`src/logic/io_pkg.sv`:
```
/*
  I/O map at the top of the address space and UART frame states
  only exact word addresses decode, no mirrors
*/
package io_pkg;

  // leds in the low nibble, 0 is on
  localparam logic [31:0] addr_led      = 32'hffff_fffc;
  localparam logic [31:0] addr_uart_out = 32'hffff_fff8;
  localparam logic [31:0] addr_uart_in  = 32'hffff_fff4;

  // uart registers read this when idle or empty
  localparam logic [31:0] io_idle = 32'hffff_ffff;

  typedef enum logic [1:0] {
    uart_idle,
    uart_start,
    uart_data,
    uart_stop
  } uart_state_e;

endpackage

```
`src/logic/uart_tx.sv`:
```
/*
  8N1 transmitter, LSB first, clocks_per_bit cycles per bit
  go/busy four-phase handshake, busy follows go at once
  data must be stable in the cycle go rises
*/
module uart_tx #(
  parameter int clocks_per_bit = 8
) (
  input  logic       clk,
  input  logic       rst_n,
  input  logic [7:0] data,
  input  logic       go,
  output logic       busy,
  output logic       tx
);

  localparam int cnt_w = clocks_per_bit > 1 ? $clog2(clocks_per_bit) : 1;

  io_pkg::uart_state_e state;
  logic [cnt_w-1:0]    cnt;
  logic [2:0]          idx;
  logic [7:0]          shift;
  // frame sent, waiting for go to fall
  logic                done;
  logic                bit_end;

  assign bit_end = cnt == cnt_w'(clocks_per_bit - 1);
  assign busy    = go && !done;

  // line level straight from the state
  always_comb begin
    case (state)
      io_pkg::uart_start: tx = 1'b0;
      io_pkg::uart_data:  tx = shift[0];
      default:            tx = 1'b1;
    endcase
  end

  always_ff @(posedge clk) begin
    if (!rst_n) begin
      state <= io_pkg::uart_idle;
      cnt   <= '0;
      idx   <= '0;
      done  <= 1'b0;
    end else begin
      cnt <= (state == io_pkg::uart_idle || bit_end) ? '0 : cnt + 1'b1;
      if (!go) begin
        done <= 1'b0;
      end
      case (state)
        io_pkg::uart_idle: begin
          if (go && !done) begin
            state <= io_pkg::uart_start;
          end
        end
        io_pkg::uart_start: begin
          if (bit_end) begin
            state <= io_pkg::uart_data;
            idx   <= '0;
          end
        end
        io_pkg::uart_data: begin
          if (bit_end) begin
            idx <= idx + 1'b1;
            if (idx == 3'd7) begin
              state <= io_pkg::uart_stop;
            end
          end
        end
        io_pkg::uart_stop: begin
          if (bit_end) begin
            state <= io_pkg::uart_idle;
            done  <= 1'b1;
          end
        end
        default: state <= io_pkg::uart_idle;
      endcase
    end
  end

  // shift register, payload only
  always_ff @(posedge clk) begin
    if (state == io_pkg::uart_idle) begin
      shift <= data;
    end else if (state == io_pkg::uart_data && bit_end) begin
      shift <= {1'b0, shift[7:1]};
    end
  end

endmodule

```
`config.mk`:
```
export PLATFORM = sky130hd
export DESIGN_NAME = uart_tx
export DESIGN_NICKNAME = d
export VERILOG_FILES = /design/src/logic/io_pkg.sv /design/src/logic/uart_tx.sv
export SDC_FILE = /design/constraint.sdc
export NUM_CORES = 1
export LEC_CHECK = 0
export BUFFER_PORTS_ARGS = -buffer_cell sky130_fd_sc_hd__buf_4
export CAP_MARGIN = 5
export CORE_AREA = 2 2 45 47
export DETAILED_ROUTE_END_ITERATION = 7
export DIE_AREA = 0 0 47 49
export GPL_ROUTABILITY_DRIVEN = 0
export PLACE_DENSITY = 0.7
export SYNTH_ARGS = -nofsm -noshare
export SYNTH_HDL_FRONTEND = slang
export SYNTH_SLANG_ARGS = --single-unit
export TNS_END_PERCENT = 100
```
`constraint.sdc`:
```
create_clock -name clk -period 1.4 [get_ports clk]
set_input_delay 0.21 -clock clk [delete_from_list [all_inputs] [get_ports clk]]
set_output_delay 0.21 -clock clk [all_outputs]
set_load 0.01 [all_outputs]
```
==> Yosys cells after proc, flatten, opt, wreduce, memory -nomap -nowiden <==
Cells that the tools add are included.
{ "op_classes": {"n_addsub": 2, "n_eq_ne": 10, "mux": 15, "n_bitwise": 1, "n_reduce_logical": 10} }
{ "ops": {"columns": ["op", "n"], "rows": [
  ["$mux 8", 2],
  ["$mux 2", 5],
  ["$ne 2x2->1 const B", 5],
  ["$pmux 2 s4", 1],
  ["$add 3x1->3 const B", 2],
  ["$eq 3x3->1 const B", 2],
  ["$mux 3", 2],
  ["$pmux 3 s2", 1],
  ["$reduce_and 5->1", 1],
  ["$eq 2x2->1 const B", 2],
  ["$reduce_bool 2->1", 2],
  ["$mux 1", 3],
  ["$reduce_and 3->1", 1],
  ["$eq 2x1->1 const B", 1],
  ["$logic_and 1x1->1", 2],
  ["$logic_not 2->1", 1],
  ["$pmux 1 s2", 1],
  ["$reduce_or 2->1", 1],
  ["$logic_not 1->1", 1],
  ["$logic_or 1x1->1", 1],
  ["$not 1->1", 1]
]} }
{ "word_totals": {"reg_bits": 17, "in_bits": 11, "output_inout_bits": 2, "elab_cells": 43} }

==> Logic depth before layout (Yosys ltp) <==
Gate-level depths: netlist of run 1.
{ "depth": {"word_depth": 4, "depth_mapped": 6, "depth_no_buf": 5} }

==> Least setup slack after synthesis of run 1 <==
OpenSTA, ideal clock, no wires.
{ "synth_path": {"path_kind": "register -> register", "from": "register state[0]", "to": "register state[0]", "setup_ns": 0.072, "t_arrival_ns": 1.295, "slack_ns": 0.033, "path_stages_with_launch": 7, "n_path_buf": 1, "synth_period_minus_slack_ns": 1.367, "path_cell_list": "dfxtp_1 > inv_1 > ha_1 > buf_2 > nor3_2 > o221a_4 > mux2i_1"} }
{ "synth_via": {"elab_chain_len": 3, "word_cells_on_any_way": 11, "classes_between": "eq/ne: 8; mux: 1; reduce/logical: 2"} }
{ "synth_lines": {"columns": ["element", "line", "source"], "rows": [
  ["from (decl)", "uart_tx.sv:19", "io_pkg::uart_state_e state;"],
  ["from (signal assigned)", "uart_tx.sv:41", "state <= io_pkg::uart_idle;"],
  ["from (signal assigned)", "uart_tx.sv:53", "state <= io_pkg::uart_start;"],
  ["from (signal assigned)", "uart_tx.sv:58", "state <= io_pkg::uart_data;"],
  ["$eq 2x2->1, or another cell as far along", "uart_tx.sv:50", "case (state)"],
  ["$ne 2x2->1 (no source line)", null, null],
  ["$reduce_and 5->1 (no source line)", null, null]
]} }
Parallel ways exist; a longest one is shown, timed or not.
A chain may end at the register's enable or synchronous reset.

==> Worst setup path in the final report of run 1 <==
{ "layout_path": {"from": "register state[1]", "to": "output tx"} }
{ "layout_via": {"elab_chain_len": 2, "word_cells_on_any_way": 3, "classes_between": "eq/ne: 2; mux: 1"} }
{ "layout_lines": {"columns": ["element", "line", "source"], "rows": [
  ["$eq 2x2->1 / $eq 2x1->1 (equally long branches)", "uart_tx.sv:32", "case (state)"],
  ["$pmux 1 s2 *", "uart_tx.sv:32", null],
  ["to (decl)", "uart_tx.sv:14", "output logic tx"]
]} }
Mark *: on every way between the ends. The rest lies on a longest branch, timed or not.

==> impl_metrics.tcl, run 1 <==
set metrics [dict create \
    r2r-start "state[0]" \
    worstSetupPathType "reg2out" \
    fin_crit_ns 1.44 \
    numCtsBuffers 3 \
    cts_tree "done" \
    crit_slowest_cell "dfxtp_2" \
    ios 13 \
    vdd_drop_max_uv 1060 \
    rows 16 \
    wl_per_cell_um 11.8 \
    critPathLaunchType "register" \
    syn_avg_cell_area_sq_um 12.5 \
    max_slew_margin 0.821 \
    drv_cap 0 \
    clk_latency_ns 0.29 \
    hold_depth 2 \
    port_buffers 12 \
    fp.dieArea_sq_um 2300 \
    synthToLayoutAreaGrowth_pct 30.2 \
    hold_viol_final 0 \
    finClkSkew_ns 0.00953 \
    synth.distinct_cells 23 \
    final_cell_area_sq_um 1090 \
    grt_overflow_total 0 \
    via_per_inst 4.68 \
    max-clock-path-buffers 2 \
    rsz0062_at_grt "true" \
    cts-root-buf "clkbuf_4" \
    antenna_found_initial 0 \
    die_y_um 49 \
    pre_cts_slack_ns -0.108 \
    syn_nets 87 \
    dieWidth_um 47 \
    dr.pass1.iters 4 \
    insertedDiodeCount 0 \
    coreArea_sq_um 1840 \
    max_stage_delay_ns 0.36 \
    yosysSeqAreaShare 0.502 \
    r2r_setup_slack_ns -0.02 \
    finalSetupViolations 8 \
    worstHoldPathType "in2reg" \
    start_util 0.454 \
    worstPathCellList "inv_2 -> buf_6 -> ha_4 -> o21ai_1 -> buf_4" \
    path_max_fanout 3 \
    drc 0 \
    cts.sinks 17 \
    fin_ws_ns -0.0433 \
    grt_pass1_wl_um 2280 \
    dpl_cell_area_sq_um 1010 \
    htree_levels 1 \
    fmax_mhz 693 \
    worstHoldStart "rst_n" \
    cp-startpoint "state[1]" \
    drt_iter0_markers 4 \
    ant_nets 0 \
    violations "setup timing" \
    drt_wl_total_um 1380 \
    slew_violations 0 \
    fin_nets 111 \
    grt_usage 0.136 \
    grt_max_degree 11 \
    grt_pass1_vias 547 \
    p_leak_nw 0.461 \
    drive_above_1_share 0.467 \
    tightest_slew_ns 0.268 \
    dp_hpwl_um 1010 \
    end_kind "output port" \
    min_period_over_period 1.03 \
    r2r-end "shift[4]" \
    yosysWarningCount 0 \
    min_to "idx[0]" \
    cp.required_ns 1.19 \
    final_util 0.592 \
    netlist_area_sq_um 837 \
    vias 548 \
    arrival_ns 1.23 \
    synth_seq_cells 17 \
    worst-r2r-cell-count 3 \
    syn_inst 67 \
    clkTransAtPathRegs_ns 0.10 \
    powerDensity_nw_per_um2 1910 \
    status "finished with violations" \
]
-- what timing repair did --
action / 4_1_cts / 5_1_grt
pin swaps: 1 / 2
endpoints found under the setup margin: 18 / 18
gates resized for setup: 7 / 4
setup buffers: 1 / 1
hold buffers: 0 / 0
-- power by group --
| part | internal [W] | switching (W) |
|---|---|---|
| logic | 0.000575 | 0.000436 |
| registers | 0.000759 | 0.0000597 |
| clock network | 0.000111 | 0.000147 |
-- state kept, by name, summed over array words and instances (netlist names) --
register,count
idx,3
done,1
cnt,3
state,2
shift,8
-- logic make-up (layout without fill, tap and decap cells) --
kind of cell               count (synthesis)  after routing  share of synthesized area
and+or+nand+nor                           19             19                      0.129
AOI/OAI and AO/OA                          8              8                     0.0807
buffers and inverters                      5             28                     0.0359
muxes                                      9              9                      0.118
adders and majority gates                  9              9                      0.135
DFF                                       17             17                      0.502
-- layout by cell type (no fill, tap or decap), types with 3 or more instances in the layout --
cell type	n
dfxtp_1	8
clkbuf_4	3
ha_1	5
nor2b_1	5
edfxtp_1	8
mux2_2	7
and2_1	3
nand2_1	6
buf_4	19
-- per-layer routing --
layer  global-route usage  part of all wire
met5                    0                 0
met4               0.0556             0.020
met3               0.0222             0.029
met2                0.224              0.51
met1                0.171              0.44
-- worst max-delay path by stage --
stage,to,slack (ns)
after CTS,tx,-0.09
after global routing,tx,-0.10
after global placement,shift[0],-0.08
final,tx,-0.04
after detailed placement,shift[1],-0.11
after floorplan,state[0],0.03
-- worst max-delay path: cells and delay by family (launching register included) --
family	cells	cell delay, ns
adder cells (fa/ha/maj)	1	0.16
buffers and inverters	3	0.30
flip-flops	1	0.36
AO/OA/AOI/OAI	1	0.12
-- Yosys cell counts --
| cell type | n | area [sq um] |
|---|---|---|
| a22oi_1 | 1 | 7.51 |
| nor2b_1 | 5 | 31.3 |
| mux2_2 | 7 | 78.8 |
| o21ai_0 | 2 | 10.0 |
| nor2_1 | 1 | 3.75 |
| o21a_1 | 1 | 7.51 |
| buf_6 | 1 | 11.3 |
| dfxtp_1 | 9 | 180 |
| o221a_4 | 1 | 20.0 |
| nor3b_1 | 1 | 7.51 |
| buf_2 | 1 | 5.00 |
| and2_2 | 1 | 7.51 |
| inv_1 | 2 | 7.51 |
| and2_1 | 3 | 18.8 |
| o21ai_1 | 1 | 5.00 |
| mux2i_1 | 2 | 20.0 |
| nand2b_1 | 1 | 6.26 |
| inv_4 | 1 | 6.26 |
| nand2_1 | 6 | 22.5 |
| edfxtp_1 | 8 | 240 |
| ha_1 | 9 | 113 |
| nor3_2 | 1 | 10.0 |
| a32oi_1 | 2 | 17.5 |
-- per-stage QoR --
step / cells / setup TNS (ns) / total power [W] / hold WS, ns
2_1_floorplan: 67 / 0 / 0.00141 / 0.327
3_3_place_gp: 111 / -0.818 / 0.00170 / 0.413
3_5_place_dp: 111 / -1.18 / 0.00173 / 0.414
4_1_cts: 116 / -0.0882 / 0.00206 / 0.171
5_1_grt: 117 / -1.33 / 0.00224 / 0.183
6_report: 117 / -0.153 / 0.00209 / 0.188
-- final cells by class --
type | count | area, sq um
flip-flops and latches | 17 | 422
inverters | 3 | 13.8
multi-input cells | 45 | 420
repair buffers | 21 | 174
well taps | 27 | 33.8
fillers | 170 | 752
clock buffers | 4 | 26.3
Power figures use the tool's default switching activity.
==> inputs of run 2 (changes only) <==
--- a/config.mk
+++ b/config.mk
@@ -12,6 +12,7 @@
 export DIE_AREA = 0 0 47 49
 export GPL_ROUTABILITY_DRIVEN = 0
 export PLACE_DENSITY = 0.7
+export REMOVE_ABC_BUFFERS = 1
 export SYNTH_ARGS = -nofsm -noshare
 export SYNTH_HDL_FRONTEND = slang
 export SYNTH_SLANG_ARGS = --single-unit
==> run 2 against run 1 <==
  * Worst setup slack got worse by 0.014 ns
  * Power rose by 5.8%
  * Core utilization increased by 3.5 points
  * Die area is the same
  * The flow still finishes with violations (setup timing)
==> impl_metrics.tcl, run 2 (synthesis gave the netlist of run 1 again) <==
set metrics [dict create \
    status "finished with violations" \
    violations "setup timing" \
    vdd_drop_max_uv 977 \
    fp.dieArea_sq_um 2300 \
    drv_cap 0 \
    grt_usage 0.151 \
    hold_depth 2 \
    r2r-end "state[1]" \
    slew_violations 0 \
    ios 13 \
    fin_nets 113 \
    fill_cells 151 \
    min_to "idx[0]" \
    ant_nets 0 \
    powerDensity_nw_per_um2 1910 \
    critPathBufInv 3 \
    crit_top_cell "buf_6" \
    grt_util_met2 0.253 \
    coreArea_sq_um 1840 \
    hold_viol_final 0 \
    worstSetupPathType "reg2out" \
    use_met1 0.167 \
    pre_cts_slack_ns -0.0860 \
    die_y_um 49 \
    antenna_found_initial 0 \
    insertedDiodeCount 0 \
    numCtsBuffers 3 \
    rows 16 \
    fin_crit_ns 1.46 \
    clk_latency_ns 0.29 \
    grt_max_degree 11 \
    grt_pass1_wl_um 2400 \
    critPathLaunchType "register" \
    worstHoldPathType "in2reg" \
    finalSetupViolations 1 \
    final_util 0.626 \
    dieWidth_um 47 \
    drt_iter0_markers 6 \
    multi_input_area_sq_um 458 \
    max_slew_margin 0.833 \
    crit_slowest_cell "dfxtp_2" \
    worst-r2r-cell-count 6 \
    end_kind "output port" \
    top_register "shift" \
    max_stage_delay_ns 0.35 \
    fin_ws_ns -0.0576 \
    arrival_ns 1.25 \
    cp.required_ns 1.19 \
    grt-busiest-layer "met2" \
    layout_commonest_cell "buf_4" \
    wl_per_cell_um 12.5 \
    finClkSkew_ns 0.00475 \
    final_cell_area_sq_um 1150 \
    min_period_over_period 1.04 \
    largest_register_ff_count 8 \
    grt_overflow_total 0 \
    r2r_setup_slack_ns 0.03 \
    drive_above_1_share 0.554 \
    worstHoldStart "rst_n" \
    start_util 0.454 \
    htree_levels 1 \
    path_max_fanout 3 \
    drc 0 \
    vias 575 \
    whs_ns 0.193 \
    cts_tree "done" \
    dr.pass1.iters 4 \
    via_per_inst 4.83 \
    layout_common_cells "buf_4 (19), edfxtp_1 (8), mux2_2 (7)" \
    total_power_w 0.00221 \
    gr-usage-met3 0.0333 \
    reg_top3 "shift: 8 flops, cnt: 3 flops, idx: 3 flops" \
    worstPathCellList "buf_6 -> ha_4 -> buf_6 -> nand2_2 -> o21ai_2 -> buf_4" \
    drt_wl_total_um 1490 \
    tightest_slew_ns 0.249 \
    cts-root-buf "clkbuf_4" \
    cp_top_family "buffers and inverters" \
    p_leak_nw 0.474 \
    max-clock-path-buffers 2 \
    dp_hpwl_um 1000 \
    clkTransAtPathRegs_ns 0.10 \
    regArea_sq_um 424 \
    dpl_cell_area_sq_um 1030 \
    synthToLayoutAreaGrowth_pct 37.8 \
    fmax_mhz 686 \
    r2r-start "state[1]" \
    port_buffers 12 \
    grt_pass1_vias 589 \
    rsz0062_at_grt "true" \
    cts.sinks 17 \
]
-- run 2: final cells by class --
cell class / count / area share
Clock inverter: 1 / 0.00434
Timing Repair Buffer: 23 / 0.170
Clock buffer: 3 / 0.0195
Tap cell: 27 / 0.0293
Sequential cell: 17 / 0.368
Inverter: 3 / 0.0119
Multi-Input combinational cell: 45 / 0.397
-- run 2: timing repair --
action	CTS	global route
setup endpoints to repair	21	11
hold buffers	0	0
pin swaps	3	0
gates resized for setup	19	3
setup buffers	4	0
hold endpoints to repair	0	0
-- run 2: worst max path at each step --
stage / startpoint / end / slack [ns] / cells past startpoint
2_1_floorplan: state[0] / shift[0] / -0.006 / 3
3_3_place_gp: state[1] / state[0] / -0.08 / 6
3_5_place_dp: state[1] / state[0] / -0.09 / 6
4_1_cts: state[1] / tx / -0.06 / 6
5_1_grt: state[1] / tx / -0.11 / 6
6_report: state[1] / tx / -0.06 / 6
-- run 2: worst register-to-register path: cells and delay by family (launching register included) --
family | cells | cell delay (ns)
flip-flops | 1 | 0.35
adder cells (fa/ha/maj) | 1 | 0.15
buffers and inverters | 2 | 0.25
AO/OA/AOI/OAI | 1 | 0.22
multiplexers | 1 | 0.21
AND/OR/NAND/NOR | 1 | 0.12
-- run 2: per-stage QoR --
| stage | TNS [ns] | std cells |
|---|---|---|
| after floorplan | -0.0389 | 65 |
| after global placement | -0.391 | 114 |
| after detailed placement | -0.682 | 114 |
| after CTS | -0.0617 | 119 |
| after global routing | -0.130 | 119 |
| final | -0.0576 | 119 |
-- run 2: per-layer routing --
metal	routed length, um	vias up
li1	-	285
met3	45	4
met4	38	0
met1	632	274
met5	0	-
met2	775	12
-- run 2: report_power, final --
part           switching, W  internal [W]  total, W  leakage (nW)
Sequential        0.0000649      0.000764  0.000828         0.156
Clock              0.000153      0.000106  0.000259        0.0177
Combinational      0.000483      0.000637   0.00112         0.301
Total              0.000701       0.00151   0.00221         0.474
==> inputs of run 3 (changes only) <==
--- a/config.mk
+++ b/config.mk
@@ -11,8 +11,10 @@
 export DETAILED_ROUTE_END_ITERATION = 7
 export DIE_AREA = 0 0 47 49
 export GPL_ROUTABILITY_DRIVEN = 0
+export GPL_TIMING_DRIVEN = 0
 export PLACE_DENSITY = 0.7
 export REMOVE_ABC_BUFFERS = 1
+export SETUP_SLACK_MARGIN = 0.02
 export SYNTH_ARGS = -nofsm -noshare
 export SYNTH_HDL_FRONTEND = slang
 export SYNTH_SLANG_ARGS = --single-unit
==> constraint.sdc (replaced) <==
create_clock -name clk -period 1.4 [get_ports clk]
set_input_delay 0.21 -clock clk [delete_from_list [all_inputs] [get_ports clk]]
set_output_delay 0.21 -clock clk [all_outputs]
set_load 0.02 [all_outputs]
==> run 3 against run 2 <==
  * The flow still finishes with violations (setup timing)
  * Sequential share of layout area grew 3.9 points
  * Sequential power shrank 1%
  * Highest routed layer is now met3
  * Combinational power shrank 23%
  * Cell area shrank 9.8%
  * Power shrank 12%
  * Count of clock-buffer cells in the layout grew 1
  * Die area is the same
  * Clock power shrank 2%
  * Critical endpoint is now shift[6]
  * Largest power group unchanged
  * Hold slack gained 0.013 ns
  * Final cell count shrank 5.9%
  * Sequential cell count is the same
==> impl_metrics.tcl, run 3 (synthesis gave the netlist of run 1 again) <==
set metrics [dict create \
    drt_iter0_markers 2 \
    insertedDiodeCount 0 \
    vias 534 \
    ant_nets 0 \
    ios 13 \
    tightest_slew_ns 0.274 \
    arrival_ns 1.45 \
    finClkSkew_ns 0.000922 \
    end_kind "register" \
    p_leak_nw 0.430 \
    rows 16 \
    max-clock-path-buffers 2 \
    share_comb_of_total_power 0.445 \
    drive_above_1_share 0.447 \
    fin_nets 106 \
    postCtsHoldBufs 0 \
    htree_levels 1 \
    max_stage_delay_ns 0.37 \
    fin_ws_ns -0.00699 \
    worstSetupPathType "reg2reg" \
    grt_overflow_total 0 \
    p_sw_frac 0.319 \
    start_util 0.454 \
    dr.pass1.iters 2 \
    reg_top3 "shift: 8 flops, cnt: 3 flops, idx: 3 flops" \
    crit_slowest_cell "mux2_2" \
    drt_wl_total_um 1310 \
    antenna_found_initial 0 \
    cp.required_ns 1.44 \
    status "finished with violations" \
    clkTransAtPathRegs_ns 0.09 \
    grt_pass1_vias 522 \
    worstPathCellList "inv_1 -> ha_2 -> mux2_2" \
    powerDensity_nw_per_um2 1860 \
    top_register "shift" \
    violations "setup timing" \
    slew_violations 0 \
    critPathLaunchType "register" \
    drc 0 \
    numCtsBuffers 3 \
    wl_per_cell_um 11.7 \
    r2r_setup_slack_ns -0.007 \
    layout_commonest_cell "buf_4" \
    p_int_w 0.00132 \
    rsz0062_at_grt "true" \
    hold_viol_final 0 \
    max_slew_margin 0.817 \
    cts_tree "done" \
    dpl_cell_area_sq_um 945 \
    cts.sinks 17 \
    fin_crit_ns 1.41 \
    coreArea_sq_um 1840 \
    fmax_mhz 711 \
    fin_setup_tns_ns -0.0160 \
    grt_usage 0.127 \
    seqPwrFrac 0.423 \
    via_per_inst 4.77 \
    grt_max_degree 11 \
    final_cell_area_sq_um 1040 \
    die_y_um 49 \
    final_util 0.565 \
    vdd_drop_max_uv 884 \
    synthToLayoutAreaGrowth_pct 24.4 \
    clk_latency_ns 0.28 \
    path_max_fanout 10 \
    total_power_w 0.00194 \
    grt_pass1_wl_um 2100 \
    p_switching_w 0.000618 \
    finalSetupViolations 5 \
    dp_hpwl_um 921 \
    worstHoldPathType "in2reg" \
    cts-root-buf "clkbuf_4" \
    largest_register_ff_count 8 \
    fp.dieArea_sq_um 2300 \
    critPathBufInv 1 \
    layout_common_cells "buf_4 (16), edfxtp_1 (8), mux2_2 (7), dfxtp_1 (7)" \
    clkPwrFrac 0.132 \
    dieWidth_um 47 \
    drv_cap 0 \
    port_buffers 12 \
    cp_top_family "multiplexers" \
    pre_cts_slack_ns -0.192 \
    min_period_over_period 1.00 \
]
==> run 3: cell count changes in the layout (fill, tap and decap cells not counted), moves of 2 or more <==
cell	previous run	this run
buf_4	19	16
buf_6	3	0
ha_1	3	5
ha_4	5	2
==> run 3: area by class of cell <==
type | count | area, sq um
Clock buffer | 4 | 26.3
Fill cell | 179 | 801
Multi-Input combinational cell | 45 | 424
Sequential cell | 17 | 423
Timing Repair Buffer | 16 | 120
Inverter | 3 | 13.8
Tap cell | 27 | 33.8
==> run 3: per-stage QoR <==
stage          instances  hold slack [ns]
6_report             112            0.206
5_1_grt              112            0.190
4_1_cts              110            0.199
3_5_place_dp         104            0.415
3_3_place_gp         104            0.407
2_1_floorplan         65            0.328
==> run 3: worst paths after layout <==
check / from / endpoint / cells after the start
worst max-delay path: state[1] / shift[6] / 3
worst min-delay path: go / done / 3
worst max register to register: state[1] / shift[6] / 3
worst min register to register: cnt[0] / cnt[0] / 1
==> run 3: power groups by stage <==
stage               sequential [W]  clock, W  combinational [W]
CTS                       0.000823  0.000272           0.000826
global placement          0.000825         0           0.000720
detailed placement        0.000831         0           0.000729
finish                    0.000820  0.000255           0.000862
global route              0.000835  0.000294           0.000950
floorplan                 0.000810         0           0.000575
==> run 3: metal layers <==
metal  up-vias  track usage  share of wire  routed length (um)
met3         0       0.0333          0.033                  44
met1       253        0.159           0.48                 632
met5         -            0              0                   0
met2         6        0.192           0.49                 638
li1        275            -              -                   -
met4         0       0.0694              0                   0
==> run 3: tightest hold or removal path, stage by stage <==
cell and delay [ns]:
buf_4 0.08, a22oi_1 0.07, nor2b_1 0.10
==> run 3: timing repair <==
item | CTS | global route
endpoints found under the setup margin | 22 | 18
gates resized for setup | 10 | 2
setup buffers | 2 | 2
pin swaps | 1 | 1
